$ cat config.mk
export PLATFORM = sky130hd
export DESIGN_NAME = simd_mul_top
export DESIGN_NICKNAME = d
export VERILOG_FILES = /design/src/hdl/simd_mul_pkg.sv /design/src/hdl/booth_decode.sv /design/src/hdl/booth_pp_row.sv /design/src/hdl/lane_result.sv /design/src/hdl/mul_wb_regs.sv /design/src/hdl/pp_reduce.sv /design/src/hdl/simd_mul_top.sv
export SDC_FILE = /design/constraint.sdc
export NUM_CORES = 2
export LEC_CHECK = 0
export ABC_AREA = 1
export BUFFER_PORTS_ARGS = -buffer_cell sky130_fd_sc_hd__buf_2
export CAP_MARGIN = 25
export CORE_AREA = 2 2 243 245
export CTS_CLUSTER_DIAMETER = 30
export DETAILED_ROUTE_END_ITERATION = 10
export DIE_AREA = 0 0 245 247
export GPL_TIMING_DRIVEN = 1
export PLACE_DENSITY = 0.82
export SLEW_MARGIN = 40
export SYNTH_ARGS = -nofsm -noshare
export SYNTH_HDL_FRONTEND = slang
export SYNTH_SLANG_ARGS = --single-unit
$ cat constraint.sdc
create_clock -name clk -period 9.14 [get_ports clk]
set_input_delay 0 -clock clk [delete_from_list [all_inputs] [get_ports clk]]
set_output_delay 0 -clock clk [all_outputs]
set_load 0.01 [all_outputs]
$ cat src/hdl/simd_mul_pkg.sv
`default_nettype none

package simd_mul_pkg;

   // bus and datapath widths.
   localparam int data_w = 32;
   localparam int result_w = 64;
   localparam int adr_w = 3;

   // lane widths per mode.
   localparam int dual_lane_w = 16;
   localparam int quad_lane_w = 8;

   // radix-4 digits per lane, after one bit of extension.
   localparam int dual_digits = 9;
   localparam int quad_digits = 5;
   localparam int max_digits = 20;

   // digit encoding: {negate, double, nonzero}.
   localparam int digit_w = 3;
   localparam int digit_neg_bit = 2;
   localparam int digit_dbl_bit = 1;
   localparam int digit_nz_bit = 0;

   // register word addresses.
   localparam logic [adr_w-1:0] addr_op_a = 3'd0;
   localparam logic [adr_w-1:0] addr_op_b = 3'd1;
   localparam logic [adr_w-1:0] addr_cmd = 3'd2;
   localparam logic [adr_w-1:0] addr_res_lo = 3'd3;
   localparam logic [adr_w-1:0] addr_res_hi = 3'd4;

   // command word fields.
   localparam int cmd_quad_bit = 0;
   localparam int cmd_signed_bit = 1;

   // lane mode encoding, as held in the quad flag.
   localparam logic mode_dual = 1'b0;
   localparam logic mode_quad = 1'b1;

endpackage

`default_nettype wire

$ cat src/hdl/booth_decode.sv
`timescale 1ns/100ps
`default_nettype none

module booth_decode (
   input  logic [simd_mul_pkg::data_w-1:0]                         op_a,
   input  logic                                                    quad,
   input  logic                                                    is_signed,
   output logic [simd_mul_pkg::max_digits*simd_mul_pkg::digit_w-1:0] digits
);

   // overlapping triple {b(2k+1), b(2k), b(2k-1)} to a digit in -2..2.
   function automatic logic [simd_mul_pkg::digit_w-1:0] recode(input logic [2:0] t);
      logic [simd_mul_pkg::digit_w-1:0] d;
      d = '0;
      d[simd_mul_pkg::digit_nz_bit] = (t != 3'b000) && (t != 3'b111);
      d[simd_mul_pkg::digit_dbl_bit] = (t == 3'b011) || (t == 3'b100);
      d[simd_mul_pkg::digit_neg_bit] = t[2] && (t != 3'b111);
      return d;
   endfunction

   // index 0 builds the dual layout, index 1 the quad layout.
   for (genvar m = 0; m < 2; m++) begin : g_mode
      localparam int lane_w = (m == 1) ? simd_mul_pkg::quad_lane_w : simd_mul_pkg::dual_lane_w;
      localparam int lanes = simd_mul_pkg::data_w / lane_w;
      localparam int nd = (m == 1) ? simd_mul_pkg::quad_digits : simd_mul_pkg::dual_digits;

      logic [simd_mul_pkg::max_digits*simd_mul_pkg::digit_w-1:0] slots;

      for (genvar l = 0; l < lanes; l++) begin : g_lane
         logic          ext;
         logic [2*nd:0] vec;

         assign ext = is_signed & op_a[l*lane_w + lane_w - 1];
         // the bit below each lane is cut to zero so lanes do not interact.
         assign vec = {{(2*nd - lane_w){ext}}, op_a[l*lane_w +: lane_w], 1'b0};

         for (genvar k = 0; k < nd; k++) begin : g_digit
            assign slots[(l*nd + k)*simd_mul_pkg::digit_w +: simd_mul_pkg::digit_w] =
               recode(vec[2*k +: 3]);
         end
      end

      if (lanes*nd < simd_mul_pkg::max_digits) begin : g_pad
         assign slots[simd_mul_pkg::max_digits*simd_mul_pkg::digit_w-1:
                      lanes*nd*simd_mul_pkg::digit_w] = '0;
      end
   end

   always_comb begin
      case (quad)
         simd_mul_pkg::mode_dual: digits = g_mode[0].slots;
         simd_mul_pkg::mode_quad: digits = g_mode[1].slots;
      endcase
   end

endmodule

`default_nettype wire

$ cat src/hdl/booth_pp_row.sv
`timescale 1ns/100ps
`default_nettype none

module booth_pp_row #(
   parameter int row_w = 16
) (
   input  logic [simd_mul_pkg::digit_w-1:0] digit,
   input  logic [row_w-1:0]                 mcand,
   input  logic                             is_signed,
   output logic [row_w+1:0]                 row
);

   logic             sgn;
   logic [row_w+1:0] ext;
   logic [row_w+1:0] mag;
   logic             neg;

   // multiplicand widened by two bits, by sign or by zero.
   assign sgn = is_signed & mcand[row_w-1];
   assign ext = {{2{sgn}}, mcand};

   always_comb begin
      if (!digit[simd_mul_pkg::digit_nz_bit]) begin
         mag = '0;
      end else if (digit[simd_mul_pkg::digit_dbl_bit]) begin
         mag = {ext[row_w:0], 1'b0};
      end else begin
         mag = ext;
      end
   end

   // negative digits invert and add the carry-in here.
   assign neg = digit[simd_mul_pkg::digit_neg_bit];
   assign row = neg ? (~mag + {{(row_w+1){1'b0}}, 1'b1}) : mag;

endmodule

`default_nettype wire

$ cat src/hdl/lane_result.sv
`timescale 1ns/100ps
`default_nettype none

module lane_result (
   input  logic                              clk,
   input  logic                              rst,
   input  logic [simd_mul_pkg::result_w-1:0] lane_sums,
   input  logic                              valid,
   output logic [simd_mul_pkg::result_w-1:0] result,
   output logic                              done
);

   // lane 0 already sits in the low bits of lane_sums.
   always_ff @(posedge clk) begin
      if (rst) begin
         result <= '0;
         done <= 1'b0;
      end else begin
         done <= valid;
         if (valid) begin
            result <= lane_sums;
         end
      end
   end

   // done follows valid by one cycle.
   a_done_after_valid : assert property (@(posedge clk) disable iff (rst)
      done |-> $past(valid));

endmodule

`default_nettype wire

$ cat src/hdl/mul_wb_regs.sv
`timescale 1ns/100ps
`default_nettype none

module mul_wb_regs (
   input  logic                                clk,
   input  logic                                rst,
   input  logic                                cyc,
   input  logic                                stb,
   input  logic                                we,
   input  logic [simd_mul_pkg::adr_w-1:0]      adr,
   input  logic [simd_mul_pkg::data_w-1:0]     dat_w,
   output logic [simd_mul_pkg::data_w-1:0]     dat_r,
   output logic                                ack,
   input  logic [simd_mul_pkg::result_w-1:0]   result,
   input  logic                                done,
   output logic [simd_mul_pkg::data_w-1:0]     op_a,
   output logic [simd_mul_pkg::data_w-1:0]     op_b,
   output logic                                quad,
   output logic                                is_signed,
   output logic                                start
);

   logic                              req;
   logic                              res_rd;
   logic                              ready;
   logic                              take;
   logic                              cmd_wr;
   logic [1:0]                        inflight;
   logic [simd_mul_pkg::data_w-1:0]   cmd_word;
   logic [simd_mul_pkg::data_w-1:0]   rd_word;

   // a new request is one that has not been acked yet.
   assign req = cyc & stb & ~ack;
   assign res_rd = ~we & ((adr == simd_mul_pkg::addr_res_lo) |
                          (adr == simd_mul_pkg::addr_res_hi));

   // result is current once the only command left is the one finishing now.
   assign ready = (inflight == {1'b0, done});
   assign take = req & (~res_rd | ready);
   assign cmd_wr = take & we & (adr == simd_mul_pkg::addr_cmd);

   always_comb begin
      cmd_word = '0;
      cmd_word[simd_mul_pkg::cmd_quad_bit] = quad;
      cmd_word[simd_mul_pkg::cmd_signed_bit] = is_signed;
   end

   always_comb begin
      case (adr)
         simd_mul_pkg::addr_op_a:   rd_word = op_a;
         simd_mul_pkg::addr_op_b:   rd_word = op_b;
         simd_mul_pkg::addr_cmd:    rd_word = cmd_word;
         simd_mul_pkg::addr_res_lo: rd_word = result[simd_mul_pkg::data_w-1:0];
         simd_mul_pkg::addr_res_hi: rd_word = result[simd_mul_pkg::result_w-1:simd_mul_pkg::data_w];
         default:                   rd_word = '0;
      endcase
   end

   always_ff @(posedge clk) begin
      if (rst) begin
         ack <= 1'b0;
         start <= 1'b0;
         dat_r <= '0;
         op_a <= '0;
         op_b <= '0;
         quad <= 1'b0;
         is_signed <= 1'b0;
         inflight <= '0;
      end else begin
         ack <= take;
         start <= cmd_wr;
         if (take && !we) begin
            dat_r <= rd_word;
         end
         if (take && we) begin
            case (adr)
               simd_mul_pkg::addr_op_a: op_a <= dat_w;
               simd_mul_pkg::addr_op_b: op_b <= dat_w;
               simd_mul_pkg::addr_cmd: begin
                  quad <= dat_w[simd_mul_pkg::cmd_quad_bit];
                  is_signed <= dat_w[simd_mul_pkg::cmd_signed_bit];
               end
               default: ;
            endcase
         end
         case ({cmd_wr, done})
            2'b10:   inflight <= inflight + 2'd1;
            2'b01:   inflight <= inflight - 2'd1;
            default: ;
         endcase
      end
   end

   // every ack answers a strobe seen on the bus.
   a_ack_needs_stb : assert property (@(posedge clk) disable iff (rst)
      $rose(ack) |-> $past(cyc & stb));

endmodule

`default_nettype wire

$ cat src/hdl/pp_reduce.sv
`timescale 1ns/100ps
`default_nettype none

module pp_reduce (
   input  logic                                                    clk,
   input  logic                                                    rst,
   input  logic [simd_mul_pkg::data_w-1:0]                         op_b,
   input  logic [simd_mul_pkg::max_digits*simd_mul_pkg::digit_w-1:0] digits,
   input  logic                                                    quad,
   input  logic                                                    is_signed,
   input  logic                                                    start,
   output logic [simd_mul_pkg::result_w-1:0]                       lane_sums,
   output logic                                                    valid
);

   // index 0 builds the dual lanes, index 1 the quad lanes.
   for (genvar m = 0; m < 2; m++) begin : g_mode
      localparam int lane_w = (m == 1) ? simd_mul_pkg::quad_lane_w : simd_mul_pkg::dual_lane_w;
      localparam int lanes = simd_mul_pkg::data_w / lane_w;
      localparam int nd = (m == 1) ? simd_mul_pkg::quad_digits : simd_mul_pkg::dual_digits;
      localparam int sum_w = 2*lane_w;

      logic [simd_mul_pkg::result_w-1:0] fields;

      for (genvar l = 0; l < lanes; l++) begin : g_lane
         logic [lane_w+1:0] rows [nd];
         logic [sum_w-1:0]  sum;

         for (genvar k = 0; k < nd; k++) begin : g_row
            booth_pp_row #(
               .row_w(lane_w)
            ) row_i (
               .digit(digits[(l*nd + k)*simd_mul_pkg::digit_w +: simd_mul_pkg::digit_w]),
               .mcand(op_b[l*lane_w +: lane_w]),
               .is_signed(is_signed),
               .row(rows[k])
            );
         end

         // rows are two's complement, so sign extend and weight by 4^k.
         always_comb begin
            sum = '0;
            for (int k = 0; k < nd; k++) begin
               sum = sum + (sum_w'(signed'(rows[k])) << (2*k));
            end
         end

         assign fields[l*sum_w +: sum_w] = sum;
      end
   end

   always_ff @(posedge clk) begin
      if (rst) begin
         valid <= 1'b0;
      end else begin
         valid <= start;
      end
   end

   always_ff @(posedge clk) begin
      if (start) begin
         case (quad)
            simd_mul_pkg::mode_dual: lane_sums <= g_mode[0].fields;
            simd_mul_pkg::mode_quad: lane_sums <= g_mode[1].fields;
         endcase
      end
   end

   // a new command must not change the mode under the registered sums.
   a_quad_stable : assert property (@(posedge clk) disable iff (rst)
      valid |-> $stable(quad));

endmodule

`default_nettype wire

$ cat src/hdl/simd_mul_top.sv
`timescale 1ns/100ps
`default_nettype none

module simd_mul_top (
   input  logic                            clk,
   input  logic                            rst,
   input  logic                            cyc,
   input  logic                            stb,
   input  logic                            we,
   input  logic [simd_mul_pkg::adr_w-1:0]  adr,
   input  logic [simd_mul_pkg::data_w-1:0] dat_w,
   output logic [simd_mul_pkg::data_w-1:0] dat_r,
   output logic                            ack
);

   logic [simd_mul_pkg::data_w-1:0]                          op_a;
   logic [simd_mul_pkg::data_w-1:0]                          op_b;
   logic                                                     quad;
   logic                                                     is_signed;
   logic                                                     start;
   logic [simd_mul_pkg::max_digits*simd_mul_pkg::digit_w-1:0] digits;
   logic [simd_mul_pkg::result_w-1:0]                        lane_sums;
   logic                                                     valid;
   logic [simd_mul_pkg::result_w-1:0]                        result;
   logic                                                     done;

   mul_wb_regs mul_wb_regs_i (
      .clk(clk),
      .rst(rst),
      .cyc(cyc),
      .stb(stb),
      .we(we),
      .adr(adr),
      .dat_w(dat_w),
      .dat_r(dat_r),
      .ack(ack),
      .result(result),
      .done(done),
      .op_a(op_a),
      .op_b(op_b),
      .quad(quad),
      .is_signed(is_signed),
      .start(start)
   );

   booth_decode booth_decode_i (
      .op_a(op_a),
      .quad(quad),
      .is_signed(is_signed),
      .digits(digits)
   );

   pp_reduce pp_reduce_i (
      .clk(clk),
      .rst(rst),
      .op_b(op_b),
      .digits(digits),
      .quad(quad),
      .is_signed(is_signed),
      .start(start),
      .lane_sums(lane_sums),
      .valid(valid)
   );

   lane_result lane_result_i (
      .clk(clk),
      .rst(rst),
      .lane_sums(lane_sums),
      .valid(valid),
      .result(result),
      .done(done)
   );

endmodule

`default_nettype wire
==> reports/results.ini <==
[setup_path]
worst_setup_path_start_kind = register
reg2reg_to = pp_reduce_i.lane_sums[60]$_DFFE_PP_
path_common_cell = inv_1
end_kind = register
cpPeakStageDelay_ns = 0.47
reg2reg_from = mul_wb_regs_i.op_a[17]$_SDFFE_PP0P_
crit_path_max_fanout = 18
rrSetupSlack_ns = 0.59
crit_arrival_ns = 8.83
path_class = register to register
slowest_stage = fa_1
crit_required_ns = 9.43
reg2regPathDepth = 41

[floorplan]
dieWidth_um = 245
core_um2 = 58200
die_area_um2 = 60500
fp.dieH_um = 247
rows = 89
initial_core_util_pct = 64.0
pin_count = 73

[cts]
root_buffer = clkbuf_16
clk_pin_slew_worst_paths_ns = 0.06
cts_made_buffers = 41
clock-sinks = 232
clock_path_buffers = 3
cts_tree = yes
htreeDepth = 2
clock_latency_ns = 0.56

[sta]
hold_ws_ns = 0.242
worst_slew_pin_slew_ns = 0.953
tns_ns = 0
fmax_ghz = 0.117
maxSlewViolCount = 0
slew_headroom_pct = 35.8
rsz0062_at_grt = no
finalHoldViolations = 0
setup_viol = 0
clock_skew_ns = 0.0297
min_period_ns = 8.55
finalCritPeriodShare_pct = 93.5

[synth]
synth_top_area_share_pct = 15.9
ys_warn_count = 0
syn-num-nets = 6003
async_flop_share_pct = 0
ys_types = 69
yosys-top-cells-count = 1034 x nand2_1, 879 x inv_1, 437 x o21ai_0
syn_area_um2 = 37300
ys.flop_type = dfxtp_1
syn_avg_cell_area_um2 = 6.86
syn_inst = 5431
synth_edf_count = 64
seq_area_frac_synth_pct = 14.2
synth_seq_cells = 232
yosysMostFrequentCell = nand2_1
synth_top_cell_by_area = fa_1
synthTopCellsByArea = fa_1 16%, nand2_1 10%, dfxtp_1 9.0%

[grt]
grt_first_pass_wirelength_um = 198000
antenna_found_initial = 3
grt_max_degree = 116
overflow = 0
grt_usage_pct = 42.5
grt_pass1_vias = 35000

[drt]
wl_um = 131000
viasPerCell = 6.06
vias = 38000
first_pass_iters = 7
initialDrtViolationCount = 5183
drc_errors = 0
antenna_left = 0
drt-wirelength-per-cell_um = 20.8

[place]
post-dp-hpwl_um = 102000
numPortBuffers = 72
place.gp.congestion = 1.05

[finish]
area_growth_pct = 7.86
fin_nets = 6033
final_layout_size_suffix_gt1_share_pct = 7.15

[power]
leakagePower_nw = 20.2
powerDensity_nw_per_um2 = 73.4
ir_drop_uv = 159
finalPower_w = 0.00295

[min_path]
whs_endpoint = mul_wb_regs_i.op_a[30]$_SDFFE_PP0P_
min_from = dat_w[30]
hold_depth = 4
hold_path_class = input port to register

[outcome]
outcome = completed

[flow_run]
drv_cap = 0

==> cells by family (layout without fill, tap and decap cells) <==
kind of cell    after synthesis  after routing  synth area share, %
simple gates               1860           1860                 20.9
compound gates             1249           1249                 19.1
buf+inv                    1138           1201                 12.1
fa+ha+maj                   532            532                 23.8
xor+xnor                    415            415                 9.75
flops                       232            232                 14.2
mux                           5              5                0.134
other cells                   0              1                    0
==> area by class of cell <==
cell class,count,area (um2)
tap,773,967
fill,4980,18000
timing repair buffer,209,1510
antenna,1,2.50
sequential,232,5290
inverter,916,3450
clock buffer,47,1130
multi-input combinational,4061,27500
clock inverter,29,307
==> repair_timing <==
item,in CTS,in global routing
endpoints found under the setup margin,0,13
endpoints found under the hold margin,85,0
hold buffers,41,0
gates resized for setup,0,8
buffers inserted,0,0
==> per-layer routing <==
metal | up-vias | global-route usage [%] | part of all wire [%]
li1 | 17700 | - | -
met3 | 441 | 9.57 | 13
met5 | - | 0 | 0.010
met1 | 17500 | 59.0 | 40
met2 | 2333 | 63.0 | 41
met4 | 2 | 18.9 | 5.4
==> power by group <==
part	leakage, nW	switching, W	total [W]	internal, W
combinational	17.5	0.000210	0.000298	0.0000880
clock	0.701	0.000643	0.00158	0.000936
sequential	1.95	0.0000102	0.00107	0.00106
total	20.2	0.000863	0.00295	0.00209
==> flip-flops by register name, summed over array words and instances (netlist names), 2 cells and up <==
name and flops:
lane_result_i.result 64, pp_reduce_i.lane_sums 64, mul_wb_regs_i.dat_r 32, mul_wb_regs_i.op_a 32
mul_wb_regs_i.op_b 32, mul_wb_regs_i.inflight 2
==> stage by stage <==
| step | instance area, um2 | setup slack [ns] | cells | utilization, % |
|---|---|---|---|---|
| CTS | 40200 | 0.0558 | 6267 | 69.0 |
| detailed placement | 38300 | 0.120 | 6150 | 65.8 |
| floorplan | 37300 | 1.54 | 5431 | - |
| global placement | 38300 | 0.333 | 6150 | 65.8 |
| global route | 40200 | 0.00960 | 6267 | 69.0 |
| finish | 40200 | 0.595 | 6268 | 69.0 |
==> placed cells by master (no fill, tap or decap), types with 6 or more instances in the layout <==
master,instances
o31ai_1,7
nand4_1,28
nor2_2,10
a221oi_1,15
xor2_1,268
o21bai_1,16
o211ai_2,8
clkinv_1,17
nor3_2,13
inv_1,874
a31oi_1,27
a211oi_1,9
buf_4,93
or2_2,26
clkbuf_16,44
o21ai_1,55
o21ai_0,436
dfxtp_1,165
nand3_1,260
nor2_1,384
o22ai_1,82
fa_1,296
nand2_2,16
nor3_1,64
a22oi_1,8
o21ai_2,18
dlygate4sd3_1,41
edfxtp_1,64
nand3b_1,6
inv_6,10
ha_1,236
o211ai_1,94
clkinv_8,6
nand2_1,1031
a21oi_1,426
inv_8,7
buf_2,72
xnor2_1,147
inv_2,21
==> critical path, delay by kind of cell, from the launching register on <==
kind            cells  cell delay (ns)
compound gates     13             2.77
fa+ha+maj           7             2.65
simple gates       10             1.09
buf+inv             9             1.09
xor+xnor            2             0.38
flops               1             0.34
==> how the worst max path moves through the flow <==
stage,startpoint,end,slack (ns)
3_5_place_dp,mul_wb_regs_i.op_a[1]$_SDFFE_PP0P_,pp_reduce_i.lane_sums[31]$_DFFE_PP_,0.12
4_1_cts,mul_wb_regs_i.op_a[1]$_SDFFE_PP0P_,pp_reduce_i.lane_sums[31]$_DFFE_PP_,0.06
2_1_floorplan,mul_wb_regs_i.op_a[1]$_SDFFE_PP0P_,pp_reduce_i.lane_sums[31]$_DFFE_PP_,1.54
3_3_place_gp,mul_wb_regs_i.op_a[1]$_SDFFE_PP0P_,pp_reduce_i.lane_sums[31]$_DFFE_PP_,0.33
6_report,mul_wb_regs_i.op_a[17]$_SDFFE_PP0P_,pp_reduce_i.lane_sums[60]$_DFFE_PP_,0.59
5_1_grt,mul_wb_regs_i.op_a[17]$_SDFFE_PP0P_,pp_reduce_i.lane_sums[60]$_DFFE_PP_,0.01
No activity file was read; power rests on OpenSTA's default activity.
